--- src/rtl/cnn_params.svh ---
`ifndef CNN_PARAMS_SVH
`define CNN_PARAMS_SVH

// square input image
`define CNN_IMG_DIM 16

// filtered map loses the one-pixel border
`define CNN_MAP_DIM (`CNN_IMG_DIM - 2)

// non-overlapping 2x2 pooling
`define CNN_POOL_DIM (`CNN_MAP_DIM / 2)

`define CNN_PIX_W 8

// filter only looks at the low nibble
`define CNN_NIB_W 4

// five nibbles of 15 peak at 75
`define CNN_SUM_W 8

`define CNN_HIT_THRESH 40

// holds the full 49 pooled hits
`define CNN_CNT_W 6

`endif

--- src/rtl/cnn_pix_pkg.sv ---
`include "cnn_params.svh"

package cnn_pix_pkg;

	typedef logic [`CNN_PIX_W-1:0] pixel_t;

	typedef logic [`CNN_NIB_W-1:0] nib_t;

	typedef logic [`CNN_SUM_W-1:0] filt_t;

	// one address per image pixel
	typedef logic [$clog2(`CNN_IMG_DIM * `CNN_IMG_DIM)-1:0] img_addr_t;

	// five-tap cross around one centre
	typedef struct packed {
		nib_t up;
		nib_t left;
		nib_t ctr;
		nib_t right;
		nib_t down;
	} cross_win_t;

endpackage

--- src/rtl/cnn_stage_pkg.sv ---
`include "cnn_params.svh"

package cnn_stage_pkg;

	// one address per filtered-map entry
	typedef logic [$clog2(`CNN_MAP_DIM * `CNN_MAP_DIM)-1:0] map_addr_t;

	// filter result on its way to the map store
	typedef struct packed {
		cnn_pix_pkg::filt_t sum;
		map_addr_t addr;
	} filt_wr_t;

	// four sums of one 2x2 block
	typedef struct packed {
		cnn_pix_pkg::filt_t [3:0] sum;
		logic last;
	} pool_win_t;

	typedef struct packed {
		cnn_pix_pkg::filt_t value;
		logic last;
	} pool_smp_t;

endpackage

--- src/rtl/hit_result.sv ---
`timescale 1ns/1ps
`include "cnn_params.svh"

module hit_result (
	input  logic clk,
	input  logic rst,
	input  logic start,
	input  cnn_stage_pkg::pool_smp_t smp,
	input  logic smp_valid,
	output logic [`CNN_CNT_W-1:0] hit_count,
	output logic done
);

	logic run;
	logic hit;
	logic accept;

	assign hit = smp.value >= cnn_pix_pkg::filt_t'(`CNN_HIT_THRESH);
	// a start mid-run is dropped, as the scan FSM does
	assign accept = start && (!run || (smp_valid && smp.last));

	always_ff @(posedge clk) begin
		if (rst) begin
			run <= 1'b0;
			done <= 1'b0;
			hit_count <= '0;
		end else if (accept) begin
			run <= 1'b1;
			done <= 1'b0;
			hit_count <= '0;
		end else if (smp_valid) begin
			if (hit) begin
				hit_count <= hit_count + 1'b1;
			end
			if (smp.last) begin
				run <= 1'b0;
				done <= 1'b1;
			end
		end
	end

	a_count_bound: assert property (
		@(posedge clk) disable iff (rst)
		int'(hit_count) <= `CNN_POOL_DIM * `CNN_POOL_DIM
	) else $error("hit count %0d above pooled map size", hit_count);

endmodule

--- config.mk ---
export PLATFORM = sky130hd
export DESIGN_NAME = hit_result
export DESIGN_NICKNAME = d
export VERILOG_FILES = /design/src/rtl/cnn_pix_pkg.sv /design/src/rtl/cnn_stage_pkg.sv /design/src/rtl/hit_result.sv
export VERILOG_INCLUDE_DIRS = /design/src /design/src/rtl
export SDC_FILE = /design/constraint.sdc
export NUM_CORES = 1
export LEC_CHECK = 0
export ABC_AREA = 1
export CAP_MARGIN = 0
export CELL_PAD_IN_SITES_DETAIL_PLACEMENT = 1
export CELL_PAD_IN_SITES_GLOBAL_PLACEMENT = 1
export CORE_AREA = 2 2 39 41
export DETAILED_ROUTE_END_ITERATION = 8
export DIE_AREA = 0 0 41 43
export DONT_BUFFER_PORTS = 1
export GPL_TIMING_DRIVEN = 1
export PLACE_DENSITY_LB_ADDON = 0.1
export SYNTH_ARGS = -nofsm -noshare
export SYNTH_HDL_FRONTEND = slang
export SYNTH_SLANG_ARGS = --single-unit
--- constraint.sdc ---
create_clock -name clk -period 1.3 [get_ports clk]
set_input_delay 0.13 -clock clk [delete_from_list [all_inputs] [get_ports clk]]
set_output_delay 0.13 -clock clk [all_outputs]
set_load 0.01 [all_outputs]
==> After elaboration in Yosys (flattened, before gate mapping) <==
Index checks and enable logic that the tools add are counted.
{ "op_classes": {"n_addsub": 1, "n_lt_le_gt_ge": 1, "mux": 3, "n_reduce_logical": 10} }
{ "ops": {"columns": ["op", "n"], "rows": [
  [">= comparator 8 x 6 -> 1 bit, second input constant", 1],
  ["adder 6 x 1 -> 6 bit, second input constant", 1],
  ["AND reduction 2 bit", 3],
  ["nonzero test 2 bit", 2],
  ["two-way mux 1 bit", 3],
  ["logical AND 1 bit", 2],
  ["OR reduction 2 bit", 1],
  ["logical NOT 1 bit", 1],
  ["logical OR 1 bit", 1]
]} }
{ "word_totals": {"ff_bits": 8, "in_bits": 13, "output_inout_bits": 7} }

==> Logic depth before layout (Yosys ltp) <==
{ "depth": {"word_depth": 5, "depth_mapped": 7} }

==> Worst setup path after synthesis <==
Ideal clock, no wire load.
{ "synth_timing": {"path_type": "reg2reg", "from": "register hit_count[0]", "to": "register hit_count[4]", "arrival_ns": 0.962, "setup_slack_ns": 0.214, "path_stages_with_launch": 6, "path_buffers": 0, "synth_period_minus_slack_ns": 1.086, "cell_sequence": "dfxtp_1 > ha_1 > nand3_1 > xnor2_1 > nand2_1 > a21oi_1"} }
{ "synth_between": {"elab_chain_cells": 1} }
{ "synth_lines": {"columns": ["element", "line_no", "source"], "rows": [
  ["from (decl)", "hit_result.sv:10", "output logic [`CNN_CNT_W-1:0] hit_count,"],
  ["from (signal assigned)", "hit_result.sv:33", "hit_count <= hit_count + 1'b1;"],
  ["adder 6 x 1 -> 6 bit", "hit_result.sv:33", null]
]} }
Every way passes these cells.
A chain may end at the register's enable or synchronous reset.

==> Worst setup path in the final report <==
{ "layout_timing": {"from": "register hit_count[1]", "to": "register hit_count[4]"} }
Same word-level chain as after synthesis.

==> results.txt <==
largest net degree at the start of global routing - 8
antenna violations before repair - 0
htree depth - 1
number of global-route vias before repair - 385
CP Max Fanout - 3
HP Class - in -> reg
Initial DRT Pass Iterations - 3
CTS Buf Count - 3
layout cells sized above 1 - 21.0%
n_diodes - 0
CP Depth - 5
post-CTS setup buffer count - 0
Slew Limit Fails - 0
RSZ-0062 raised after global routing - false
CP arrival - 1.27 ns
num rows - 14
Reg2Reg Depth - 5
CTS Hold Buffers Added - 1
Buf/Inv on CP - 0
Seq cells post-synth - 8
GPL Wtd Cong - 0.722
WS Path Type - reg -> reg
worst path cell trace - ha_1 -> nand3_1 -> xnor2_1 -> nand2_1 -> a21oi_1
post-DP HPWL - 803 um
status - complete, no violations
Pwr Density - 1050 mW/mm^2
post-synth cell types - 15
Seq/Total Area, Yosys - 41.2%
die width - 41 um
hold path depth - 2
syn avg cell area - 7.21 um^2
Slew @ Worst Pin - 0.275 ns
fmax - 920 MHz
WHS Endpoint - run
max-cap viol count - 0
CP Launch Type - register
FILL cells - 183
r2r setup slk - 0.21 ns
wirelength, routed - 1.01 mm
LEAKAGE - 0.196 nW
relative slew slack - 81.6%
R2R Path Start - hit_count[1]
number of DRC markers in iteration 0 - 2
Fin. Hold Viols - 0
Clock transition at path regs - 0.06 ns
nets - 78
final setup fails - 0
delay-heaviest family, CP - flip-flops
Gate Count Post-Synth - 54
fin crit share - 83.6%
WHS - 0.0428 ns
final total negative setup slack - 0 ns
DRC viols - 0
post-route ant nets - 0
full die area - 0.00176 mm^2
Max Root-Sink Buffers - 2
Cell Area, Synth - 389 um^2
die height - 43 um
crit path time final - 1.09 ns
CP max stage delay - 0.37 ns
wire length per cell - 12.9 um
Top Ports - 20
via count - 367
Yosys Warn Count - 0
Syn Nets - 68
first-pass GRT wire length - 1.63 mm
post-CTS sizing - 0
post-DR vias/cell - 4.71
Port Buf Inserts - 0
CTS tree - built
starting density of the core - 28.1%
Req. time, crit path - 1.48 ns
hold_sp - start
Core ar. - 0.00138 mm^2
CP max stage cell - dfxtp_1
Clock Root Buffer - clkbuf_4
Worst R2R End - hit_count[4]
Layout area overhead - 21.2%
Clock Sinks - 8
GRT Residual Overflow - 0
clk_lat worst skew - 0.25 ns
Core Util, Final - 34.1%
Setup crit end kind - register
Clock Skew - 0.000985 ns
Worst VDD drop - 374 uV
All-Layer GR Usage - 14.1%
-- final cells by class --
type                    instances  area (um^2)  share of cell area, %
clock buffers                   3         22.5                   4.77
inverters                       4         15.0                   3.18
well taps                      16         20.0                   4.24
repair buffers                  5         40.0                   8.49
flip-flops and latches          8          160                   34.0
multi-input cells              42          214                   45.4
-- how the worst max path moves through the flow --
stage	startpoint	end
floorplan	hit_count[0]	hit_count[4]
global placement	hit_count[1]	hit_count[4]
detailed placement	hit_count[1]	hit_count[4]
CTS	hit_count[1]	hit_count[4]
global route	hit_count[1]	hit_count[4]
finish	hit_count[1]	hit_count[4]
-- flip-flops by register name, indices dropped and copies added, names as in the netlist --
signal	count
done	1
run	1
hit_count	6
-- per-layer routing --
metal | vias to the layer above | GRT usage, % | part of all wire [%]
met5 | - | 0 | 0
met4 | 0 | 8.00 | 0
met3 | 0 | 4.71 | 9.3
met2 | 15 | 20.9 | 49
met1 | 164 | 16.9 | 42
li1 | 188 | - | -
-- cells in the mapped netlist --
library cell,count,area [um^2]
xor2_1,2,17.5
inv_2,1,3.75
nor2_1,2,7.51
xnor2_1,1,8.76
ha_1,1,12.5
nand3_1,2,10.0
nor2_2,2,12.5
nand2_2,1,6.26
o21ai_1,1,5.00
nand2_1,21,78.8
nand2_4,1,11.3
inv_1,3,11.3
a21oi_1,7,35.0
a21oi_2,1,8.76
dfxtp_1,8,160
-- per-stage QoR --
stage	worst slack, ns	area (um^2)	total power [mW]	cells
final	0.213	472	0.495	78
after global routing	0.106	472	0.522	78
after CTS	0.204	472	0.506	78
after detailed placement	0.238	439	0.306	74
after global placement	0.273	439	0.302	74
after floorplan	0.214	389	0.291	54
-- power breakdown --
part	switching (mW)	internal, mW
logic	0.0285	0.0160
clock network	0.0882	0.106
registers	0.00447	0.252
total	0.121	0.374
-- kinds of logic (layout without fill, tap and decap cells) --
| family | after synthesis | count (layout) | synth area share (%) |
|---|---|---|---|
| flip-flops | 8 | 8 | 41.2 |
| buffers and inverters | 4 | 12 | 3.86 |
| XOR/XNOR | 3 | 3 | 6.75 |
| AO/OA/AOI/OAI | 9 | 9 | 12.5 |
| AND/OR/NAND/NOR | 29 | 29 | 32.5 |
| adder cells (fa/ha/maj) | 1 | 1 | 3.21 |
-- cell usage in the layout, fill, tap and decap left out, types with 2 or more instances in the layout --
cell / Yosys / final
a21oi_1: 7 / 7
buf_4: 0 / 4
clkbuf_4: 0 / 3
dfxtp_1: 8 / 8
inv_1: 3 / 3
nand2_1: 21 / 21
nand3_1: 2 / 2
nor2_1: 2 / 2
nor2_2: 2 / 2
xor2_1: 2 / 2
(Power assumes the default switching activity.)
