$ cat src/rtl/cnn_params.svh
`ifndef CNN_PARAMS_SVH
`define CNN_PARAMS_SVH

// square input image
`define CNN_IMG_DIM 16

// filtered map loses the one-pixel border
`define CNN_MAP_DIM (`CNN_IMG_DIM - 2)

// non-overlapping 2x2 pooling
`define CNN_POOL_DIM (`CNN_MAP_DIM / 2)

`define CNN_PIX_W 8

// filter only looks at the low nibble
`define CNN_NIB_W 4

// five nibbles of 15 peak at 75
`define CNN_SUM_W 8

`define CNN_HIT_THRESH 40

// holds the full 49 pooled hits
`define CNN_CNT_W 6

`endif

$ cat src/rtl/cnn_pix_pkg.sv
`include "cnn_params.svh"

package cnn_pix_pkg;

	typedef logic [`CNN_PIX_W-1:0] pixel_t;

	typedef logic [`CNN_NIB_W-1:0] nib_t;

	typedef logic [`CNN_SUM_W-1:0] filt_t;

	// one address per image pixel
	typedef logic [$clog2(`CNN_IMG_DIM * `CNN_IMG_DIM)-1:0] img_addr_t;

	// five-tap cross around one centre
	typedef struct packed {
		nib_t up;
		nib_t left;
		nib_t ctr;
		nib_t right;
		nib_t down;
	} cross_win_t;

endpackage

$ cat src/rtl/cnn_stage_pkg.sv
`include "cnn_params.svh"

package cnn_stage_pkg;

	// one address per filtered-map entry
	typedef logic [$clog2(`CNN_MAP_DIM * `CNN_MAP_DIM)-1:0] map_addr_t;

	// filter result on its way to the map store
	typedef struct packed {
		cnn_pix_pkg::filt_t sum;
		map_addr_t addr;
	} filt_wr_t;

	// four sums of one 2x2 block
	typedef struct packed {
		cnn_pix_pkg::filt_t [3:0] sum;
		logic last;
	} pool_win_t;

	typedef struct packed {
		cnn_pix_pkg::filt_t value;
		logic last;
	} pool_smp_t;

endpackage

$ cat src/rtl/max_pool_exec.sv
`timescale 1ns/1ps

module max_pool_exec (
	input  logic clk,
	input  logic rst,
	input  cnn_stage_pkg::pool_win_t pool_win,
	input  logic pool_valid,
	output cnn_stage_pkg::pool_smp_t smp,
	output logic smp_valid
);

	cnn_pix_pkg::filt_t max_top;
	cnn_pix_pkg::filt_t max_bot;
	cnn_pix_pkg::filt_t max_all;

	// compare tree, top pair then bottom pair
	assign max_top = (pool_win.sum[0] > pool_win.sum[1]) ? pool_win.sum[0] : pool_win.sum[1];
	assign max_bot = (pool_win.sum[2] > pool_win.sum[3]) ? pool_win.sum[2] : pool_win.sum[3];
	assign max_all = (max_top > max_bot) ? max_top : max_bot;

	always_ff @(posedge clk) begin
		if (rst) begin
			smp_valid <= 1'b0;
		end else begin
			smp_valid <= pool_valid;
		end
	end

	always_ff @(posedge clk) begin
		smp.value <= max_all;
		smp.last <= pool_win.last;
	end

	a_is_max: assert property (
		@(posedge clk) disable iff (rst)
		smp_valid |-> smp.value >= $past(pool_win.sum[0]) && smp.value >= $past(pool_win.sum[1])
			&& smp.value >= $past(pool_win.sum[2]) && smp.value >= $past(pool_win.sum[3])
	) else $error("pooled value %0d below one of its inputs", smp.value);

endmodule

$ cat config.mk
export PLATFORM = sky130hd
export DESIGN_NAME = max_pool_exec
export DESIGN_NICKNAME = d
export VERILOG_FILES = /design/src/rtl/cnn_pix_pkg.sv /design/src/rtl/cnn_stage_pkg.sv /design/src/rtl/max_pool_exec.sv
export VERILOG_INCLUDE_DIRS = /design/src /design/src/rtl
export SDC_FILE = /design/constraint.sdc
export NUM_CORES = 1
export LEC_CHECK = 0
export BUFFER_PORTS_ARGS = -buffer_cell sky130_fd_sc_hd__buf_2
export CAP_MARGIN = 40
export CORE_MARGIN = 2
export CORE_UTILIZATION = 30
export DETAILED_ROUTE_END_ITERATION = 8
export PLACE_DENSITY_LB_ADDON = 0.08
export SYNTH_ARGS = -nofsm -noshare
export SYNTH_HDL_FRONTEND = slang
export SYNTH_SLANG_ARGS = --single-unit
$ cat constraint.sdc
create_clock -name clk -period 3.99 [get_ports clk]
set_input_delay 0.9975 -clock clk [delete_from_list [all_inputs] [get_ports clk]]
set_output_delay 0.9975 -clock clk [all_outputs]
set_load 0.005 [all_outputs]
Word level (Yosys, flattened, before mapping)
Index checks and enable logic that the tools add are counted.

storage, ports and cells
  output and inout port bits = 10
  register bits = 10
  input bits = 36

operators by class
  mux-type cells = 3
  $lt $le $gt $ge = 3

operators by type and width
  kind          number
  $gt A8 B8 Y1  3
  $mux W8       3

Depth between registers and ports, before layout
  depth after elaboration = 4
  mapped depth = 14
  mapped depth without buffers = 14

Worst setup path before layout
Ideal clock, no wire load.

  kind = input port to flip-flop
  start = input pool_win[12] (netlist bit)
  end = register smp[1] (netlist bit)
  setup slack = 349 ps
  stages = 13
  arrival = 3568 ps
  cell sequence = inv_1 ha_1 nand4_2 o31a_1 a31oi_4 mux2i_1 inv_1 ha_1 nor2b_1 o211ai_1 a21oi_1 o22ai_2 mux2i_1

between the ends
  longest elaborated chain between the ends = 4

ends and longest elaborated chain
  what                  line                 text
  from (decl)           max_pool_exec.sv:6   input cnn_stage_pkg::pool_win_t pool_win,
  $gt A8 B8 Y1          max_pool_exec.sv:17  assign max_top = (pool_win.sum[0] > pool_win.sum[1]) ? pool_win.sum[0] : pool_win.sum[1];
  $mux W8 (*)           max_pool_exec.sv:17
  $gt A8 B8 Y1          max_pool_exec.sv:19  assign max_all = (max_top > max_bot) ? max_top : max_bot;
  $mux W8 (*)           max_pool_exec.sv:19
  named net max_all[0]  max_pool_exec.sv:14  cnn_pix_pkg::filt_t max_all;
  to (decl)             max_pool_exec.sv:8   output cnn_stage_pkg::pool_smp_t smp,

The timed path passes the listed nets; every way through them passes the cells marked *.
A chain may end at the register's enable or synchronous reset.

Worst setup path in the final report
  start = input pool_win[12] (netlist bit)
  end = register smp[6] (netlist bit)

The elaborated chain is that of the path after synthesis.

==> out/qor.json <==
{
  "tritoncts_num_sinks": {"value": 10},
  "final_antenna_net_count": {"value": 0},
  "power_density": {"value": 297.5, "unit": "nW/um^2"},
  "crit_type": {"value": "in -> reg"},
  "fp.dieArea": {"value": 4140, "unit": "sq um"},
  "post-cts-setup-buffers": {"value": 0},
  "synth_simple_gate_area_share": {"value": 7.331, "unit": "%"},
  "detailedRoute.firstIterationViolations": {"value": 20},
  "cp-end-kind": {"value": "register"},
  "timing.setup.tns": {"value": 0, "unit": "ps"},
  "timing_worst_slew_pin_value": {"value": 388.0, "unit": "ps"},
  "synth.mux.area_fraction": {"value": 21.99, "unit": "%"},
  "synthesis.instances": {"value": 121},
  "outcome": {"value": "completed"},
  "finalInstanceArea": {"value": 1434, "unit": "sq um"},
  "post_cts_resized": {"value": 0},
  "grt_first_pass_wirelength": {"value": 3939, "unit": "um"},
  "groute.layer.met1.usage": {"value": 13.27, "unit": "%"},
  "final.period_utilization": {"value": 91.17, "unit": "%"},
  "final_nets": {"value": 234},
  "floorplan.core_area": {"value": 3416, "unit": "sq um"},
  "boundaryPins": {"value": 46},
  "cts-hold-fix-buffers": {"value": 0},
  "grt.total_usage": {"value": 11.96, "unit": "%"},
  "cp_cell_instances": {"value": "buf_2 -> inv_1 -> ha_1 -> nand4_2 -> o31a_1 -> a31oi_4 -> mux2i_1 -> inv_1 -> ha_1 -> nor2b_1 -> o211ai_1 -> a21oi_1 -> o22ai_2 -> buf_4 -> mux2i_1"},
  "multi_input_comb_area": {"value": 794.5, "unit": "sq um"},
  "p_leak": {"value": 0.8479, "unit": "nW"},
  "first_global_vias": {"value": 987},
  "arrival": {"value": 3830, "unit": "ps"},
  "cts_tree": {"value": "yes"},
  "use_met2": {"value": 23.05, "unit": "%"},
  "final_setup_vio_count": {"value": 0},
  "postPlaceCellArea": {"value": 1398, "unit": "sq um"},
  "setup.worst_path.start_class": {"value": "input pin"},
  "synthDistinctLibCells": {"value": 19},
  "max_cap_violations": {"value": 0},
  "core.rowCount": {"value": 21},
  "drtPass1Iterations": {"value": 4},
  "synth_compound_gate_area_share": {"value": 15.92, "unit": "%"},
  "cp_slowest_stage_delay": {"value": 350, "unit": "ps"},
  "globalRouteMet3Util": {"value": 3.697, "unit": "%"},
  "root_buffer": {"value": "sky130_fd_sc_hd__clkbuf_4"},
  "io_buffers": {"value": 45},
  "xor_xnor_fraction_of_synth_area": {"value": 0, "unit": "%"},
  "detail_route.drc_violations": {"value": 0},
  "floorplan.initialDensity": {"value": 31.98, "unit": "%"},
  "hold_class": {"value": "in -> reg"},
  "cts.reportedPaths.clkPinSlew": {"value": 60, "unit": "ps"},
  "slew_violations": {"value": 0},
  "ir_drop": {"value": 0.0001056, "unit": "V"},
  "synth_area_per_cell": {"value": 9.027, "unit": "sq um"},
  "floorplan.die.width": {"value": 64.34, "unit": "um"},
  "drt_wl_total": {"value": 2296, "unit": "um"},
  "numCtsBuffers": {"value": 3},
  "post_synth_instance_area": {"value": 1092, "unit": "sq um"},
  "cts-root-to-sink-buffers": {"value": 2},
  "h-tree-depth": {"value": 1},
  "timing.critical_path.required": {"value": 4180, "unit": "ps"},
  "vias": {"value": 991},
  "gp_congestion": {"value": 0.7021},
  "ys_seq_area_share": {"value": 18.33, "unit": "%"},
  "dieHeight": {"value": 64.34, "unit": "um"},
  "slew_headroom": {"value": 74.14, "unit": "%"},
  "diodes": {"value": 0},
  "grt_start_max_net_pins": {"value": 9},
  "grt_overflow_total": {"value": 0},
  "main_combinational_cell_family_by_area_after_synthesis": {"value": "adder cells"},
  "total_number_of_yosys_warnings": {"value": 0},
  "antenna_found_initial": {"value": 0},
  "vias_per_cell": {"value": 4.525},
  "cp_slowest_cell": {"value": "sky130_fd_sc_hd__a31oi_4"},
  "area_growth_syn_to_layout": {"value": 31.27, "unit": "%"},
  "synth_area_in_adders": {"value": 27.49, "unit": "%"},
  "fin_crit": {"value": 3638, "unit": "ps"},
  "crit_fanout": {"value": 8},
  "report.final.hold_viol_count": {"value": 0},
  "drt-wirelength-per-cell": {"value": 10.48, "unit": "um"},
  "rsz0062_at_grt": {"value": "false"},
  "ys_seq_elements": {"value": 10},
  "nFillCells": {"value": 356},
  "drive_gt1_share": {"value": 33.53, "unit": "%"},
  "syn-num-nets": {"value": 181},
  "global_route.peak_usage_layer": {"value": "met2"},
  "max_freq": {"value": 274.9, "unit": "MHz"},
  "place_hpwl": {"value": 2144, "unit": "um"},
  "register_area": {"value": 200.2, "unit": "sq um"}
}
kinds of logic (layout without fill, tap and decap cells):
| family | after synthesis | after routing |
|---|---|---|
| compound gates | 23 | 23 |
| buf+inv | 26 | 78 |
| fa+ha+maj | 24 | 24 |
| simple gates | 14 | 14 |
| mux | 24 | 24 |
| flops | 10 | 10 |
final cells by class:
class / instances / area share (%)
repair buffers: 48 / 17.28
well taps: 46 / 4.014
clock buffers: 4 / 2.531
multi-input cells: 85 / 55.41
inverters: 26 / 6.806
flip-flops and latches: 10 / 13.96
worst paths after layout:
path,from,end,slack (ps),depth (start not counted)
max,pool_win[12],smp[6],350,15
min,pool_win[0],smp[0],830,1
through the flow:
stage	power, mW	worst slack (ps)	util, %	std cells	hold slack, ps
6_report	0.4265	352.5	41.98	219	835.0
5_1_grt	0.4642	116.2	41.98	219	834.9
4_1_cts	0.4335	339.5	41.98	219	829.5
3_5_place_dp	0.3429	80.46	40.92	215	1105
3_3_place_gp	0.3396	130.7	40.92	215	1102
2_1_floorplan	0.2640	349.5	-	121	1025
report_power, final:
part | internal (mW) | switching (mW) | leakage, nW
logic | 0.106 | 0.104 | 0.743
registers | 0.123 | 0.00498 | 0.0843
clock network | 0.0554 | 0.0333 | 0.0210
total | 0.284 | 0.143 | 0.848
critical path, delay by kind of cell:
| family | cells | cell delay, ps |
|---|---|---|
| adder cells (fa/ha/maj) | 2 | 620 |
| multiplexers | 2 | 500 |
| buffers and inverters | 4 | 370 |
| AO/OA/AOI/OAI | 5 | 1050 |
| AND/OR/NAND/NOR | 2 | 290 |
flip-flops by register name, indices dropped and copies added, names as in the netlist:
name	flops
smp	9
smp_valid	1
cells in the mapped netlist:
master	instances	area, sq um
sky130_fd_sc_hd__nor2_1	2	7.510
sky130_fd_sc_hd__o22ai_2	1	12.51
sky130_fd_sc_hd__o21ai_1	3	15.01
sky130_fd_sc_hd__ha_1	24	300.3
sky130_fd_sc_hd__nand4_2	2	25.02
sky130_fd_sc_hd__nor2b_1	2	12.51
sky130_fd_sc_hd__o31a_1	2	17.52
sky130_fd_sc_hd__nand2_1	6	22.52
sky130_fd_sc_hd__inv_1	26	97.59
sky130_fd_sc_hd__a21oi_1	10	50.05
sky130_fd_sc_hd__a211oi_1	1	7.510
sky130_fd_sc_hd__dfxtp_1	10	200.2
sky130_fd_sc_hd__o21ai_2	1	8.760
sky130_fd_sc_hd__o211ai_1	1	7.510
sky130_fd_sc_hd__mux2i_1	24	240.2
sky130_fd_sc_hd__o21ai_0	1	5.000
sky130_fd_sc_hd__nand4_1	2	12.51
sky130_fd_sc_hd__o21bai_1	1	7.510
sky130_fd_sc_hd__a31oi_4	2	42.54
metal layers:
layer,up-vias,wire (um),part of all wire [%]
li1,528,-,-
met1,442,980,43
met2,21,1210,53
met3,0,105,4.6
met4,0,0,0
met5,-,0,0
cells in the final DEF, fill, tap and decap left out:
cell type and n:
sky130_fd_sc_hd__dfxtp_1 10, sky130_fd_sc_hd__o22ai_2 1, sky130_fd_sc_hd__mux2i_1 24, sky130_fd_sc_hd__clkbuf_4 3
sky130_fd_sc_hd__ha_1 24, sky130_fd_sc_hd__buf_4 3, sky130_fd_sc_hd__o21ai_2 1, sky130_fd_sc_hd__o21ai_1 3
sky130_fd_sc_hd__nor2b_1 2, sky130_fd_sc_hd__o21bai_1 1, sky130_fd_sc_hd__nand4_2 2, sky130_fd_sc_hd__clkbuf_8 1
sky130_fd_sc_hd__a211oi_1 1, sky130_fd_sc_hd__nand2_1 6, sky130_fd_sc_hd__a21oi_1 10, sky130_fd_sc_hd__o31a_1 2
sky130_fd_sc_hd__o211ai_1 1, sky130_fd_sc_hd__inv_1 26, sky130_fd_sc_hd__nor2_1 2, sky130_fd_sc_hd__buf_2 45
sky130_fd_sc_hd__a31oi_4 2, sky130_fd_sc_hd__nand4_1 2, sky130_fd_sc_hd__o21ai_0 1
(Power assumes the default switching activity.)
