==> src/rtl/pixel_store.sv <==
`timescale 1ns/1ps

module pixel_store #(
	parameter type elem_t = logic,
	parameter int DEPTH = 256,
	parameter int NUM_RD = 1
) (
	input  logic clk,
	input  logic we,
	input  logic [$clog2(DEPTH)-1:0] waddr,
	input  elem_t wdata,
	input  logic [$clog2(DEPTH)-1:0] raddr [NUM_RD],
	output elem_t rdata [NUM_RD]
);

	elem_t mem [DEPTH];

	always_ff @(posedge clk) begin
		if (we) begin
			mem[waddr] <= wdata;
		end
	end

	// all read ports see the array directly
	always_comb begin
		for (int i = 0; i < NUM_RD; i++) begin
			rdata[i] = mem[raddr[i]];
		end
	end

	a_waddr_range: assert property (
		@(posedge clk) we |-> int'(waddr) < DEPTH
	) else $error("pixel_store write address %0d beyond depth %0d", waddr, DEPTH);

endmodule

==> config.mk <==
export PLATFORM = sky130hd
export DESIGN_NAME = pixel_store
export DESIGN_NICKNAME = d
export VERILOG_FILES = /design/src/rtl/pixel_store.sv
export SDC_FILE = /design/constraint.sdc
export NUM_CORES = 1
export LEC_CHECK = 0
export ABC_CLOCK_PERIOD_IN_PS = 3200
export BUFFER_PORTS_ARGS = -buffer_cell sky130_fd_sc_hd__buf_2
export CAP_MARGIN = 40
export CORE_ASPECT_RATIO = 1.4
export CORE_MARGIN = 4
export CORE_UTILIZATION = 50
export DETAILED_ROUTE_END_ITERATION = 16
export GPL_TIMING_DRIVEN = 0
export PLACE_DENSITY = 0.63
export SYNTH_ARGS = -nofsm -noshare
export SYNTH_HDL_FRONTEND = slang
export SYNTH_SLANG_ARGS = --single-unit
==> constraint.sdc <==
create_clock -name clk -period 3.2 [get_ports clk]
set_clock_uncertainty 0.2 [all_clocks]
set_input_delay 0.32 -clock clk [delete_from_list [all_inputs] [get_ports clk]]
set_output_delay 0.32 -clock clk [all_outputs]
set_load 0.03 [all_outputs]
* Word level (Yosys, flattened, before mapping)
Memory sizes are Yosys's and may differ from the RTL's.
Cells that the tools add are included.
** Word-level totals
- Register bits :: 0
- RAM bits :: 256
- Bits of input ports :: 19
- Output and inout port bits :: 1
- Logic and storage cells :: 3
- Memories kept :: 1
** Memories
- mem :: words 256, width 1, read ports 1, clocked after memory_dff 0, wr ports 1, line 16 : elem_t mem [DEPTH];
** Cells by class
- Multiplexer cells :: 2
** Operators by type and width (count)
- 2-to-1 mux 1 bit :: 2

* Depth between registers and ports, before layout
Gate-level depths: netlist of run 1.
- Word-level depth :: 2
- Mapped depth :: 10
- Gate-level depth less buffers :: 6

* Least setup slack after synthesis of run 1
No wires, ideal clock.
- Kind :: in2out
- From :: input port raddr[0] (netlist name)
- To :: output port rdata
- Arrival time :: 2288 ps
- Data required time :: 2680 ps
- Path slack :: 392 ps
- Stages :: 9
- Path buffers :: 3
- Cell sequence :: buf_6 buf_6 or3b_1 buf_2 o22ai_1 nor4_1 a2111oi_0 a21oi_1 a22oi_1
** Between the ends
- Word-level cells in the longest chain between the ends :: 1
** RTL lines
- start: declaration :: line 12 : input logic [$clog2(DEPTH)-1:0] raddr [NUM_RD],
- memory read (256 x 1 bit)
- end: declaration :: line 13 : output elem_t rdata [NUM_RD]
No other way between the ends.

* Worst setup path after layout of run 1
- From :: memory mem[222] (netlist name)
- To :: output port rdata
** Between the ends
- Word-level cells in the longest chain between the ends :: 1
** RTL lines (line)
- start: declaration :: 16
- memory read (256 x 1 bit)
No other way between the ends.

==> flow_summary.toml, run 1 <==
[global_route]
use_met3 = 0.0399
grt_pass1_vias = 7113
antenna_found_initial = 0
gr-max-usage-layer = "met2"
grt-ovfl-total = 0
met2_usage = 0.416
grt.total_usage = 0.232
grt_use_met1 = 0.276
grt_max_degree = 137
grt_pass1_wl_mm = 42.5

[cells_and_area]
register_area_mm2 = 0.00769
top_register = "mem"
fin_util = 0.570
stdcell_count = 1148
fill_cells = 1738
n_antenna_cell = 0
multi_input_area_mm2 = 0.00320
syn_to_final_growth_pct = 12.2
fin_nets = 856
largest_register_ffs = 256
top_regs = "mem (256)"
final_layout_size_suffix_gt1_frac = 0.152

[power_and_ir_drop]
p_leak_nw = 3.83
ir_drop_v = 0.000489
powerDensity_mw_per_mm2 = 541

[logic_synthesis]
async_reset_ff_frac = 0
yosys_warnings = 0
synth-seq-cells = 256
synth_edf_count = 256
yosys.area.top_type = "edfxtp_1"
synth_ff_type = "edfxtp_1"
syn_area_mm2 = 0.0111
ys_seq_area_frac = 0.692
yosys.area.top_type_share = 0.692
syn_area_per_cell_um2 = 14.1
synth_area_leaders = "edfxtp_1 (69%), nor2_1 (9.1%), mux4_2 (8.5%)"
ys_types = 34
synth_fp_nets = 806
netlist_instances = 787

[floorplan]
ioPinCount = 20
start_util = 0.508
row_count = 64
core_area_mm2 = 0.0219
die_h_um = 184
die_w_um = 134
die-area_mm2 = 0.0247

[clock_network]
cts_max_path_buffers = 3
cts.sinks = 256
cts_hold_buf = 0
root_buffer = "clkbuf_16"
clk_pin_slew_ps = 60
tritoncts = "yes"
cts_buffers = 23
h-tree-depth = 1
post_cts_buffers = 0

[sta]
clock.fmax_mhz = 312
rsz0062_at_grt = "yes"
fin_crit_ps = 3200
drv_slew = 0
hold_viol = 0
layout_setup_ws_ps = -4.21
period_share = 1.00
setup_viol = 1
max_slew.worst_pin.slew_ps = 953
slew_headroom = 0.365

[critical_path]
crit_path_max_fanout = 1
critPathRequiredTime_ps = 2680
worstSetupEndpointType = "primary output"
crit_type = "reg -> out"
startpoint_type = "flop"
cp.arrival_ps = 2680

[drt]
firstDrtPassIters = 6
ant_nets = 0
wl_mm = 27.8
num_vias = 6711
drc_errors = 0
via_per_inst = 5.85
wl_per_cell_um = 24.2
initialDrtViolationCount = 746

[worst_hold_path]
hp-class = "in -> reg"

[placement]
port_buffers = 17
place.gp.congestion = 0.833
place_ws_ps = -439
dp_cells = 1109
place_hpwl_mm = 18.8

[status]
violations = "setup timing"
status = "finished with violations"

[run]
cap_violations = 0
critical path: stages (launching register included):
cell and delay, ps:
edfxtp_1 380, mux4_2 460, mux4_2 500, mux2i_2 210, o22ai_2 130, a21oi_2 220, a22oi_2 110, buf_6 170
cells in the mapped netlist, types with 2 or more instances:
master,number
mux4_2,42
a21oi_1,2
edfxtp_1,256
a22o_1,6
o22ai_1,23
a2111oi_0,2
nand2_1,23
a22oi_1,8
nor2_1,268
a311oi_1,2
buf_2,6
nor2b_1,9
nor3_1,3
clkbuf_1,39
nand3_1,12
nand3b_1,3
nor4_1,5
a31oi_1,3
o21ai_0,2
buf_4,5
buf_6,5
mux2i_1,51
routing by layer:
metal / share of wire / wire length [um]
met2: 0.53 / 14600
met1: 0.35 / 9850
met4: 0.048 / 1320
met3: 0.071 / 1970
met5: 0 / 0
placed cells by master (no fill, tap or decap), drive strengths merged, types with 6 or more instances in the layout:
cell    instances
a22o            6
mux4           42
edfxtp        256
nor2b           9
nand2          23
a22oi           8
nor2          268
mux2i          51
nand3          12
clkbuf         70
o22ai          23
buf            41
area by class of cell:
type,instances,share of cell area
buffer,56,0.0241
clock buffer,31,0.0486
clock inverter,8,0.00723
inverter,1,0.000301
multi-input combinational,474,0.256
sequential,256,0.617
tap,297,0.0298
timing repair buffer,25,0.0170
cell families (layout without fill, tap and decap cells):
kind of cell           after synthesis  after routing  share of synthesized area
AO/OA/AOI/OAI                       50             50                     0.0312
flip-flops                         256            256                      0.692
AND/OR/NAND/NOR                    330            330                      0.120
multiplexers                        94             94                      0.132
buffers and inverters               57            121                     0.0250
final timing paths:
path                                from            endpoint  slack, ps  cells after the start
worst max-delay path  mem[222]$_DFFE_PP_               rdata         -4                      7
worst min-delay path               wdata  mem[248]$_DFFE_PP_        150                      1
timing repair:
item                                   in CTS  in global routing
resized for setup                          18                  8
setup endpoints to repair                   1                  1
pin swaps                                   1                  1
endpoints found under the hold margin       0                  0
stage by stage:
step / hold slack, ps / total power [mW] / instance area, um^2 / setup TNS [ps]
6_report: 153 / 6.74 / 12500 / -4.21
5_1_grt: 199 / 6.93 / 12500 / -96.7
4_1_cts: 167 / 6.76 / 12400 / -19.0
3_5_place_dp: 699 / 4.17 / 11700 / -439
3_3_place_gp: 722 / 4.16 / 11600 / -104960
2_1_floorplan: 219 / 3.99 / 11100 / 0
report_power, final:
part           internal [mW]  switching (mW)
clock                   1.48            1.14
combinational          0.146           0.271
sequential              3.69         0.00163
total                   5.32            1.42
No activity file was read; power rests on OpenSTA's default activity.
==> inputs of run 2 (changes only) <==
- ABC_AREA: default -> 0
- CORE_UTILIZATION: 50 -> 44
- PLACE_DENSITY: 0.63 -> 0.56
==> flow_summary.toml, run 2 (synthesis results as in run 1) <==
[status]
status = "complete, no violations"

[critical_path]
startpoint_type = "flop"
crit_top_cell = "mux4_2"
cp_cell_sequence = "mux4_2 -> mux4_2 -> mux2i_2 -> o22ai_2 -> a21oi_2 -> a22oi_2 -> buf_6"
crit_end = "rdata"
worstSetupEndpointType = "primary output"
max_stage_delay_ps = 490
critical_path.startpoint = "mem[199]$_DFFE_PP_"
cp.arrival_ps = 2670
crit_slowest_cell = "mux4_2"
crit_type = "reg -> out"
crit_path_max_fanout = 1
critPathRequiredTime_ps = 2680

[global_route]
grt-ovfl-total = 0
grt_pass1_wl_mm = 42.4
grt_max_degree = 149
antenna_found_initial = 0
grt_pass1_vias = 6981
grt.total_usage = 0.206

[sta]
period_share = 0.997
drv_slew = 0
max_slew.worst_pin.slew_ps = 920
clock.fmax_mhz = 313
setup_viol = 0
hold_viol = 0
slew_headroom = 0.387
hold_ws_ps = 132
fin_crit_ps = 3190
rsz0062_at_grt = "yes"

[drt]
ant_nets = 0
drc_errors = 0
num_vias = 6721
wl_per_cell_um = 24.5
via_per_inst = 5.76
firstDrtPassIters = 5
wl_mm = 28.6
initialDrtViolationCount = 652

[placement]
port_buffers = 17
place_area_mm2 = 0.0116
place.gp.congestion = 0.900
place_hpwl_mm = 19.2
dp_cells = 1122

[cells_and_area]
mostFrequentLayoutCells = "nor2_1 (267), edfxtp_1 (256), mux2i_1 (50)"
fin_nets = 853
top_register = "mem"
mostFrequentLayoutCell = "nor2_1"
n_antenna_cell = 0
fin_area_mm2 = 0.0125
top_regs = "mem (256)"
syn_to_final_growth_pct = 12.7
stdcell_count = 1167
largest_register_ffs = 256
final_layout_size_suffix_gt1_frac = 0.157

[clock_network]
tritoncts = "yes"
cts_hold_buf = 0
cts.sinks = 256
cts_max_path_buffers = 3
cts_buffers = 25
clk_pin_slew_ps = 60
h-tree-depth = 1
root_buffer = "clkbuf_16"

[run]
cap_violations = 0

[power_and_ir_drop]
ir_drop_v = 0.000455
p_leak_nw = 3.84
powerDensity_mw_per_mm2 = 556

[floorplan]
die_h_um = 196
core_area_mm2 = 0.0248
die-area_mm2 = 0.0279
row_count = 68
die_w_um = 142
ioPinCount = 20
start_util = 0.449

[worst_hold_path]
hp-class = "in -> reg"
min_path_cells = 1
[run 2: changes by cell type in the layout (fill, tap and decap cells not counted), sizes merged]
| cell | previous run | this run |
|---|---|---|
| clkdlybuf4s15 | 1 | 0 |
| clkinv | 5 | 15 |
| clkinvlp | 1 | 2 |
| clkbuf | 70 | 67 |
| buf | 41 | 35 |
[run 2: worst max-delay path, delay by kind of cell, from the launching register on]
| kind | cells | cell delay, ps |
|---|---|---|
| DFF | 1 | 360 |
| buffers and inverters | 1 | 160 |
| AOI/OAI and AO/OA | 3 | 430 |
| muxes | 3 | 1190 |
[run 2: worst min-delay path by stage]
stage / slack, ps / to / from
finish: 130 / mem[250]$_DFFE_PP_ / wdata
floorplan: 220 / mem[0]$_DFFE_PP_ / wdata
detailed placement: 690 / mem[250]$_DFFE_PP_ / wdata
global route: 180 / mem[249]$_DFFE_PP_ / wdata
global placement: 770 / mem[223]$_DFFE_PP_ / waddr[7]
CTS: 150 / mem[228]$_DFFE_PP_ / wdata
[run 2: stage by stage]
step / TNS (ps) / worst slack [ps] / power (mW) / util
after floorplan: 0 / 392 / 3.99 / -
after global placement: -124150 / -671 / 4.16 / 0.468
after detailed placement: -587 / -587 / 4.17 / 0.470
after CTS: 0 / 7.50 / 6.99 / 0.504
after global routing: -73.1 / -73.1 / 7.16 / 0.506
final: 0 / 9.44 / 6.96 / 0.506
[run 2: cell type report]
| class | instances | area [um^2] |
|---|---|---|
| fillers | 2114 | 12200 |
| plain buffers | 56 | 297 |
| inverters | 1 | 3.75 |
| clock buffers | 26 | 629 |
| repair buffers | 20 | 151 |
| clock inverters | 19 | 149 |
| multi-input cells | 474 | 3200 |
| flip-flops and latches | 256 | 7690 |
| well taps | 315 | 394 |
[run 2: what timing repair did]
| item | CTS | global route |
|---|---|---|
| buffers inserted | 0 | 0 |
| setup endpoints to repair | 1 | 1 |
| endpoints found under the hold margin | 0 | 0 |
| pin swaps | 4 | 0 |
| resized for setup | 18 | 8 |
[run 2: report_power, final]
group	total [mW]	internal, mW	switching (mW)
sequential	3.70	3.69	0.00157
clock	2.85	1.59	1.26
combinational	0.418	0.143	0.274
total	6.96	5.43	1.53
[run 2: routing by layer]
layer	share of wire	vias to the layer above	global-route usage
met1	0.39	3474	0.256
met4	0.031	0	0.0622
met3	0.044	50	0.0229
li1	-	3014	-
met5	0	-	0
met2	0.54	183	0.375
==> inputs of run 3 (changes only) <==
- PLACE_DENSITY: 0.56 -> 0.66
==> flow_summary.toml, run 3 (synthesis results as in run 1) <==
[clock_network]
h-tree-depth = 1
clk_pin_slew_ps = 60
cts_max_path_buffers = 3
root_buffer = "clkbuf_16"
tritoncts = "yes"
cts_buffers = 23
cts_hold_buf = 0
cts.sinks = 256

[global_route]
grt_pass1_vias = 6844
grt_pass1_wl_mm = 40.2
grt-ovfl-total = 0
grt.total_usage = 0.193
grt_max_degree = 152
antenna_found_initial = 0

[critical_path]
cp_top_family = "multiplexers"
startpoint_type = "flop"
cp_cell_sequence = "mux4_2 -> mux4_2 -> mux2i_4 -> o22ai_2 -> a21oi_2 -> a22oi_2 -> buf_6"
max_stage_delay_ps = 510
crit_slowest_cell = "mux4_2"
critical_path.startpoint = "mem[215]$_DFFE_PP_"
crit_type = "reg -> out"
critPathRequiredTime_ps = 2680
cp.buffers_inverters = 1
crit_cells = 7
crit_top_cell = "mux4_2"
worstSetupEndpointType = "primary output"
cp.arrival_ps = 2660
crit_path_max_fanout = 1

[status]
status = "complete, no violations"

[power_and_ir_drop]
finalPower_mw = 6.66
ir_drop_v = 0.000541
p_leak_nw = 3.78
powerDensity_mw_per_mm2 = 538

[cells_and_area]
top_regs = "mem (256)"
syn_to_final_growth_pct = 11.5
final_layout_size_suffix_gt1_frac = 0.144
top_register = "mem"
mostFrequentLayoutCells = "nor2_1 (268), edfxtp_1 (256), mux2i_1 (50)"
n_antenna_cell = 0
fin_area_mm2 = 0.0124
mostFrequentLayoutCell = "nor2_1"
fin_util = 0.500
largest_register_ffs = 256
fin_nets = 851
stdcell_count = 1161

[sta]
drv_slew = 0
max_slew.worst_pin.slew_ps = 846
fin_crit_ps = 3180
clock.fmax_mhz = 315
period_share = 0.993
rsz0062_at_grt = "yes"
slew_headroom = 0.436
hold_viol = 0
setup_viol = 0

[placement]
port_buffers = 17
place_area_mm2 = 0.0116
place.gp.congestion = 0.876
place_hpwl_mm = 17.7
dp_cells = 1122

[floorplan]
die_h_um = 196
die-area_mm2 = 0.0279
row_count = 68
ioPinCount = 20
core_area_mm2 = 0.0248
die_w_um = 142
start_util = 0.449

[drt]
ant_nets = 0
wl_per_cell_um = 23.1
initialDrtViolationCount = 730
num_vias = 6681
drc_errors = 0
via_per_inst = 5.75
wl_mm = 26.8
firstDrtPassIters = 5

[worst_hold_path]
hp-start = "wdata"
min_path_cells = 1
hp-class = "in -> reg"

[run]
cap_violations = 0
[run 3: cell type report]
cell class / instances / area, um^2
Buffer: 56 / 294
Clock inverter: 12 / 82.6
Sequential cell: 256 / 7690
Fill cell: 2093 / 12400
Tap cell: 315 / 394
Inverter: 1 / 3.75
Timing Repair Buffer: 20 / 138
Multi-Input combinational cell: 474 / 3200
Clock buffer: 27 / 591
[run 3: per-layer routing]
layer / vias to the layer above / GRT usage / share of wire
li1: 2998 / - / -
met1: 3387 / 0.239 / 0.38
met2: 226 / 0.342 / 0.52
met3: 70 / 0.0249 / 0.058
met4: 0 / 0.0775 / 0.039
met5: - / 0 / 0
[run 3: metrics by stage]
stage / worst slack, ps / hold slack (ps) / TNS, ps
after floorplan: 392 / 219 / 0
after global placement: -750 / 777 / -168830
after detailed placement: -355 / 676 / -355
after CTS: -41.4 / 144 / -41.4
after global routing: -74.3 / 169 / -74.3
final: 22.8 / 123 / 0
[run 3: report_power, final]
group / switching, mW / leakage [nW] / total [mW] / internal, mW
clock network: 1.16 / 0.326 / 2.55 / 1.39
logic: 0.270 / 1.15 / 0.414 / 0.144
registers: 0.00151 / 2.30 / 3.70 / 3.69
[run 3: final timing paths]
path                       endpoint  slack (ps)
setup / recovery              rdata          20
hold / removal    mem[75]$_DFFE_PP_         120
[run 3: timing repair]
item	4_1_cts	5_1_grt
resized for setup	16	12
setup endpoints to repair	1	1
pin swaps	1	4
buffers inserted	0	0
