## src/rtl/cnn_params.svh

```systemverilog
`ifndef CNN_PARAMS_SVH
`define CNN_PARAMS_SVH

// square input image
`define CNN_IMG_DIM 16

// filtered map loses the one-pixel border
`define CNN_MAP_DIM (`CNN_IMG_DIM - 2)

// non-overlapping 2x2 pooling
`define CNN_POOL_DIM (`CNN_MAP_DIM / 2)

`define CNN_PIX_W 8

// filter only looks at the low nibble
`define CNN_NIB_W 4

// five nibbles of 15 peak at 75
`define CNN_SUM_W 8

`define CNN_HIT_THRESH 40

// holds the full 49 pooled hits
`define CNN_CNT_W 6

`endif

```

## src/rtl/cnn_pix_pkg.sv

```systemverilog
`include "cnn_params.svh"

package cnn_pix_pkg;

	typedef logic [`CNN_PIX_W-1:0] pixel_t;

	typedef logic [`CNN_NIB_W-1:0] nib_t;

	typedef logic [`CNN_SUM_W-1:0] filt_t;

	// one address per image pixel
	typedef logic [$clog2(`CNN_IMG_DIM * `CNN_IMG_DIM)-1:0] img_addr_t;

	// five-tap cross around one centre
	typedef struct packed {
		nib_t up;
		nib_t left;
		nib_t ctr;
		nib_t right;
		nib_t down;
	} cross_win_t;

endpackage

```

## src/rtl/cnn_stage_pkg.sv

```systemverilog
`include "cnn_params.svh"

package cnn_stage_pkg;

	// one address per filtered-map entry
	typedef logic [$clog2(`CNN_MAP_DIM * `CNN_MAP_DIM)-1:0] map_addr_t;

	// filter result on its way to the map store
	typedef struct packed {
		cnn_pix_pkg::filt_t sum;
		map_addr_t addr;
	} filt_wr_t;

	// four sums of one 2x2 block
	typedef struct packed {
		cnn_pix_pkg::filt_t [3:0] sum;
		logic last;
	} pool_win_t;

	typedef struct packed {
		cnn_pix_pkg::filt_t value;
		logic last;
	} pool_smp_t;

endpackage

```

## src/rtl/cross_filter_exec.sv

```systemverilog
`timescale 1ns/1ps
`include "cnn_params.svh"

module cross_filter_exec (
	input  logic clk,
	input  logic rst,
	input  cnn_pix_pkg::cross_win_t win,
	input  cnn_stage_pkg::map_addr_t win_addr,
	input  logic win_valid,
	output cnn_stage_pkg::filt_wr_t wr,
	output logic wr_valid
);

	localparam int MAX_SUM = 5 * (2 ** `CNN_NIB_W - 1);

	logic [`CNN_NIB_W:0] p_ul;
	logic [`CNN_NIB_W:0] p_rd;
	cnn_pix_pkg::nib_t p_ctr;
	cnn_stage_pkg::map_addr_t p_addr;
	logic p_valid;

	always_ff @(posedge clk) begin
		if (rst) begin
			p_valid <= 1'b0;
			wr_valid <= 1'b0;
		end else begin
			p_valid <= win_valid;
			wr_valid <= p_valid;
		end
	end

	// stage 1 partial sums
	always_ff @(posedge clk) begin
		p_ul <= {1'b0, win.up} + {1'b0, win.left};
		p_rd <= {1'b0, win.right} + {1'b0, win.down};
		p_ctr <= win.ctr;
		p_addr <= win_addr;
	end

	// stage 2 final sum
	always_ff @(posedge clk) begin
		wr.sum <= cnn_pix_pkg::filt_t'(p_ul) + cnn_pix_pkg::filt_t'(p_rd)
			+ cnn_pix_pkg::filt_t'(p_ctr);
		wr.addr <= p_addr;
	end

	a_sum_bound: assert property (
		@(posedge clk) disable iff (rst) wr_valid |-> int'(wr.sum) <= MAX_SUM
	) else $error("filter sum %0d above %0d", wr.sum, MAX_SUM);

endmodule

```

## config.mk

```make
export PLATFORM = sky130hd
export DESIGN_NAME = cross_filter_exec
export DESIGN_NICKNAME = d
export VERILOG_FILES = /design/src/rtl/cnn_pix_pkg.sv /design/src/rtl/cnn_stage_pkg.sv /design/src/rtl/cross_filter_exec.sv
export VERILOG_INCLUDE_DIRS = /design/src /design/src/rtl
export SDC_FILE = /design/constraint.sdc
export NUM_CORES = 1
export LEC_CHECK = 0
export BUFFER_PORTS_ARGS = -buffer_cell sky130_fd_sc_hd__clkbuf_2
export CORE_MARGIN = 2
export CORE_UTILIZATION = 50
export CTS_BUF_LIST = sky130_fd_sc_hd__clkbuf_16
export CTS_CLUSTER_DIAMETER = 60
export DETAILED_ROUTE_END_ITERATION = 8
export GPL_ROUTABILITY_DRIVEN = 0
export PLACE_DENSITY = 0.92
export RECOVER_POWER = 25
export SLEW_MARGIN = 40
export SYNTH_ARGS = -nofsm -noshare
export SYNTH_HDL_FRONTEND = slang
export SYNTH_SLANG_ARGS = --single-unit
```

## constraint.sdc

```tcl
create_clock -name clk -period 4.8 [get_ports clk]
set_input_delay 0.96 -clock clk [delete_from_list [all_inputs] [get_ports clk]]
set_output_delay 0.96 -clock clk [all_outputs]
set_load 0.02 [all_outputs]
```

# Yosys cells after proc, flatten, opt, wreduce, memory -nomap -nowiden
# Index checks and enable logic that the tools add are counted.
# op_classes
n_addsub	4
# op_table
operator	n
adder 4 x 4 -> 5 bit	2
adder 6 x 4 -> 7 bit	1
adder 5 x 5 -> 6 bit	1
# totals
regBits	39
input_bits	31
wordCells	12

# Logic depth before layout (Yosys ltp)
# Gate-level depths: netlist (run 1).
# depth
word_depth	2
depth_mapped	8

# Worst setup path after synthesis (run 1)
# OpenSTA, ideal clock, no wires.
# synth_timing
path_type	input-to-reg
startpoint	in win[12] in the netlist's numbering
endpoint	reg p_ul[4]
required_ns	4.686
path_stages	4
n_path_buf	0
t_arrival_ns	1.885
setup_slack_ns	2.801
setup_time_ns	0.114
cell_sequence	ha_1 fa_1 a21o_1 a21o_1
# synth_between
elab_chain_cells	1
# synth_rtl
item	line_no	rtl
from (decl)	cross_filter_exec.sv:7	input cnn_pix_pkg::cross_win_t win,
adder 4 x 4 -> 5 bit	cross_filter_exec.sv:34	p_ul <= {1'b0, win.up} + {1'b0, win.left};
to (signal assigned)	cross_filter_exec.sv:34	
to (decl)	cross_filter_exec.sv:16	logic [`CNN_NIB_W:0] p_ul;
# Every way passes these cells.
# A chain may end at the register's enable or synchronous reset.

# Worst setup path in the final report (run 1)
# layout_timing
startpoint	reg p_ul[1]
endpoint	reg wr[13] in the netlist's numbering
# layout_between
elab_chain_cells	2
# layout_rtl
item	line_no	rtl
adder 5 x 5 -> 6 bit	cross_filter_exec.sv:42	wr.sum <= cnn_pix_pkg::filt_t'(p_ul) + cnn_pix_pkg::filt_t'(p_rd)
adder 6 x 4 -> 7 bit	cross_filter_exec.sv:43	+ cnn_pix_pkg::filt_t'(p_ctr);
to (decl)	cross_filter_exec.sv:10	output cnn_stage_pkg::filt_wr_t wr,
# Every way passes these cells.

==> out/summary.txt, run 1 <==
Outcome - finished, final reports clean
Syn_nets - 141
Root buffer cell - clkbuf_16
DP Worst Slack - 2660 ps
Met2 usage - 28.6%
Max Freq - 512 MHz
PnR worst setup slack - 2850 ps
Hpwl dp - 1630 um
Final Hold Fails - 0
R2r endpoint - wr[13]
# diodes - 0
Crit-path max FO - 2
Post-CTS Setup Inserts - 0
Placeable Area - 2450 um^2
Post-route cell area - 1740 um^2
Layout Skew - 1.83 ps
Routed vias - 786
Met3 Usage GRT - 9.02%
Global-route wire length before repair - 2890 um
Reg2reg start - p_ul[1]
Max_cap viols - 0
GRT Total Usage - 15.1%
Pwr dens - 573 nW/um^2
Hold_buf cts - 0
Period utilisation layout - 40.7%
DR iter-0 viols - 2
CP endpoint - wr[13]
Vias in the first global route - 761
Most common cell after layout, fill and taps aside - clkbuf_2
Starting density of the core - 52.4%
Initial antenna violation count - 0
GRT met1 Usage - 12.7%
Register area share after synthesis - 60.6%
CTS buffer count - 5
# rows - 18
Final Util - 70.7%
Clk buf depth - 2
Worst Hold Path Cells - 0
Crit Path Class - register to register
Most frequent cells in the layout - 46 x clkbuf_2, 39 x dfxtp_1, 13 x ha_1
Tmin final - 1950 ps
CTS sink count - 39
Area post-placement - 1550 um^2
Synthesized cell area - 1290 um^2
Top cell type's share of synthesized area - 60.6%
Clock transition at path regs - 50 ps
Final setup vio count - 0
# DRC - 0
Yosys warning total - 0
Port bufs - 46
RSZ-0062 raised after global routing - no
H-tree levels - 2
Area leader, netlist - dfxtp_1
Largest net degree at the start of global routing - 13
Die height - 54.7 um
Startpoint Class - register
Post-synthesis cell type count - 14
Post-Synthesis Cells - 90
Endpoint class of the critical path - register
Die width - 54.7 um
Post-DRT Antenna Nets - 0
Post-detailed-route wirelength per cell - 11.5 um
Layout cells sized above 1 - 38.5%
P&R area growth vs syn - 34.9%
Pre-antenna DRT Iters - 2
R2R Setup Slk - 2850 ps
Worst Path Arrival - 2150 ps
Routed vias/inst - 4.54
WP data required - 5000 ps
GR peak layer - met2
Final wirelength - 1980 um
Max rail drop VDD - 0.000450 V
Grt ovf - 0
Worst R2R Path Depth - 6
Setup TNS Final - 0 ps
Fillers - 171
Ports - 48
Die Area - 3000 um^2
Worst Setup SP - p_ul[1]
Most area-consuming cells after synthesis - dfxtp_1 61%, ha_1 13%, fa_1 11%
Post-CTS Resized - 0
Slew Viols, Final - 0
Fin nets - 193
Hold Crit Class - register to register
CTS tree - done
Cell leakage power - 0.902 nW
Avg Cell Area, Syn - 14.3 um^2
Clock insertion delay at the later pin of the skew report - 270 ps
Yosys reg bits - 39
-- area by class of cell --
class	count	area (um^2)	area share (%)
inverters	5	18.8	1.08
clock inverters	3	63.8	3.67
flip-flops and latches	39	781	45.0
multi-input cells	45	480	27.7
clock buffers	5	125	7.20
well taps	30	37.5	2.16
repair buffers	46	230	13.3
-- worst max-delay path, cell delays in order, from the launching register on --
cell and delay (ps):
dfxtp_1 320, fa_1 480, ha_1 240, fa_1 400, a21o_1 190, a21oi_2 140
xnor2_1 120
-- cells in the mapped netlist --
cell / count
nor2b_1: 2
a21o_1: 8
a21oi_2: 2
dfxtp_1: 39
xnor2_1: 4
a21oi_1: 2
fa_1: 7
buf_4: 1
nand2_1: 2
inv_1: 5
xor2_1: 3
o21ai_0: 1
conb_1: 1
ha_1: 13
-- layer usage --
metal / vias to the layer above / wire length (um)
met1: 345 / 701
met5: - / 0
met2: 45 / 1020
met3: 2 / 239
met4: 0 / 17
li1: 394 / -
-- report_power, final --
group	internal [mW]	switching (mW)
logic	0.0892	0.111
registers	0.374	0.0152
clock network	0.295	0.110
total	0.759	0.236
-- cell families after synthesis --
logic type | Yosys count | synth area share [%]
flops | 39 | 60.6
buf+inv | 6 | 2.04
compound gates | 13 | 7.19
xor+xnor | 7 | 4.76
simple gates | 4 | 1.55
other cells | 1 | 0.291
fa+ha+maj | 20 | 23.5
-- flip-flops by register name (all words and copies together) (netlist names) --
name	flops
p_addr	8
p_ctr	4
p_rd	5
p_ul	5
p_valid	1
wr	15
wr_valid	1
-- metrics by stage --
stage | instances | total power [mW] | hold slack (ps)
floorplan | 90 | 0.536 | 310
detailed placement | 165 | 0.599 | 313
global placement | 165 | 0.591 | 314
global route | 173 | 1.05 | 334
finish | 173 | 0.995 | 326
CTS | 173 | 1.01 | 330
-- worst min-delay path by stage --
| stage | startpoint | end | slack (ps) |
|---|---|---|---|
| 5_1_grt | p_addr[5] | wr[5] | 330 |
| 4_1_cts | p_addr[3] | wr[3] | 330 |
| 2_1_floorplan | p_addr[0] | wr[0] | 310 |
| 3_5_place_dp | p_addr[5] | wr[5] | 310 |
| 6_report | p_addr[3] | wr[3] | 330 |
| 3_3_place_gp | p_addr[7] | wr[7] | 310 |
No activity file was read; power rests on OpenSTA's default activity.
==> run 2, diff against run 1 <==
--- a/config.mk
+++ b/config.mk
@@ -8,12 +8,12 @@
 export LEC_CHECK = 0
 export BUFFER_PORTS_ARGS = -buffer_cell sky130_fd_sc_hd__clkbuf_2
 export CORE_MARGIN = 2
-export CORE_UTILIZATION = 50
+export CORE_UTILIZATION = 42
 export CTS_BUF_LIST = sky130_fd_sc_hd__clkbuf_16
 export CTS_CLUSTER_DIAMETER = 60
 export DETAILED_ROUTE_END_ITERATION = 8
 export GPL_ROUTABILITY_DRIVEN = 0
-export PLACE_DENSITY = 0.92
+export PLACE_DENSITY = 0.84
 export RECOVER_POWER = 25
 export SLEW_MARGIN = 40
 export SYNTH_ARGS = -nofsm -noshare
==> constraint.sdc (replaced) <==
create_clock -name clk -period 1.7 [get_ports clk]
set_input_delay 0.34 -clock clk [delete_from_list [all_inputs] [get_ports clk]]
set_output_delay 0.34 -clock clk [all_outputs]
set_load 0.02 [all_outputs]
==> run 2 against run 1 <==
Against the previous run: the flow now finishes with violations (negative setup slack); combinational power rose to 3.2 times the previous value; clock power up 140%; power rose to 2.7 times the previous value; sequential cell count unchanged; clock skew grew 3.5 ps; global-route usage shrank 1.5 points; setup slack got worse by 3000 ps; clock-buffer cell count unchanged; first-iteration DRC count grew to 3.5 times the previous value; critical path type unchanged; critical endpoint unchanged; largest cell class unchanged; highest routed layer unchanged.
==> out/summary.txt, run 2 (synthesis gave the netlist of run 1 again) <==
Outcome - finished, violations left
Violated checks - negative setup slack
Clock insertion delay at the later pin of the skew report - 270 ps
Ports - 48
Placeable Area - 2980 um^2
# diodes - 0
Largest reg by FF count - wr
Period utilisation layout - 109%
Die height - 59.4 um
Port bufs - 46
Layout Skew - 5.37 ps
Root buffer cell - clkbuf_16
P&R area growth vs syn - 36.2%
Post-route cell area - 1750 um^2
Final Hold Fails - 0
Reg power frac - 40.4%
Most frequent cells in the layout - 46 x clkbuf_2, 36 x dfxtp_1, 11 x ha_1
Clock network fraction of total power - 36.0%
Biggest cell delay along the critical path - 470 ps
Post-DRT Antenna Nets - 0
Endpoint class of the critical path - register
Worst path slowest cell - fa_1
Crit Path Class - register to register
Fillers - 247
Most common cell after layout, fill and taps aside - clkbuf_2
# rows - 20
Initial antenna violation count - 0
Grt ovf - 0
RSZ-0062 raised after global routing - yes
Power Total - 2.73 mW
Routed vias/inst - 4.54
H-tree levels - 2
Min-delay src - win[10]
Regs by FF count - wr: 15 flops, p_addr: 8 flops
Max rail drop VDD - 0.000809 V
R2R Setup Slk - -150 ps
Die width - 59.4 um
Tmin final - 1850 ps
# DRC - 0
Max_cap viols - 0
Sw Share - 25.4%
Worst Path Arrival - 2050 ps
Clk buf depth - 2
Cell leakage power - 0.895 nW
Startpoint Class - register
Global-route wire length before repair - 3330 um
Hold Crit Class - primary input to register
Combinational fraction of design power - 23.5%
Crit-path max FO - 2
PnR worst setup slack - -152 ps
CTS buffer count - 5
Starting density of the core - 43.2%
Area post-placement - 1560 um^2
Fin nets - 195
CTS sink count - 39
Hpwl dp - 1690 um
Hold_buf cts - 0
Worst Setup SP - p_ul[1]
Final wirelength - 2080 um
Slew Viols, Final - 0
Crit path cell chain - fa_1 > ha_2 > fa_2 > a21o_1 > a21oi_2 > xnor2_1
Vias in the first global route - 847
Final setup vio count - 4
NetSw - 693 uW
GRT Total Usage - 13.7%
Post-detailed-route wirelength per cell - 11.7 um
Clock transition at path regs - 50 ps
Largest net degree at the start of global routing - 12
Routed vias - 804
Die Area - 3520 um^2
Max Freq - 540 MHz
Reg2reg start - p_ul[1]
Pwr dens - 1560 nW/um^2
Layout cells sized above 1 - 43.8%
CTS tree - done
WP data required - 1900 ps
Internal - 2.04 mW
Pre-antenna DRT Iters - 2
DP Worst Slack - -152 ps
DR iter-0 viols - 7
Largest register FFs - 15
==> run 2: changes by cell type in the layout (fill, tap and decap cells not counted) <==
| cell | change |
|---|---|
| bufinv_16 | -1 |
| buf_6 | +1 |
| ha_1 | -2 |
| buf_4 | +1 |
| dfxtp_2 | +3 |
| dfxtp_1 | -3 |
| o21ai_0 | -1 |
| o21ai_1 | +1 |
| fa_2 | +2 |
| ha_4 | +1 |
| ha_2 | +1 |
| fa_1 | -2 |
==> run 2: cell type report <==
| cell class | count | area (um^2) | share of cell area (%) |
|---|---|---|---|
| clock buffer | 5 | 125 | 7.14 |
| timing repair buffer | 48 | 249 | 14.2 |
| multi-input combinational | 45 | 500 | 28.6 |
| sequential | 39 | 785 | 44.8 |
| clock inverter | 2 | 33.8 | 1.93 |
| inverter | 5 | 18.8 | 1.07 |
| tap | 33 | 41.3 | 2.36 |
==> run 2: power by group through the flow <==
stage | sequential [mW] | clock, mW | combinational (mW)
floorplan | 1.22 | 0 | 0.298
global placement | 1.12 | 0 | 0.572
detailed placement | 1.12 | 0 | 0.598
CTS | 1.11 | 1.01 | 0.626
global route | 1.12 | 1.04 | 0.716
finish | 1.10 | 0.984 | 0.643
==> run 2: worst paths after layout <==
check,end,cells after the start
setup / recovery,wr[13],6
hold / removal,p_ctr[2],1
setup reg to reg,wr[13],6
hold reg to reg,wr[6],0
==> run 2: timing repair <==
item | in CTS | in global routing
setup buffers | 1 | 1
pin swaps | 4 | 4
gates resized for setup | 4 | 4
setup endpoints to repair | 4 | 4
==> run 2: worst max-delay path: cells and delay by family, from the launching register on <==
family	cells	cell delay, ps
fa+ha+maj	3	1010
flops	1	320
compound gates	2	320
xor+xnor	1	120
==> run 2: per-stage QoR <==
step	utilization (%)	std cells	TNS, ps	hold WS [ps]
detailed placement	52.5	169	-286	312
finish	58.9	177	-290	164
CTS	58.3	177	-336	158
global placement	52.5	169	-92.5	313
global route	58.9	177	-577	161
floorplan	-	90	-76.3	310
==> run 2: layer usage <==
metal / wire length, um / part of all wire (%) / GRT usage (%)
met4: 39 / 1.9 / 8.77
met5: 0 / 0 / 0
met2: 1070 / 52 / 25.0
met1: 725 / 35 / 11.3
met3: 240 / 12 / 6.99
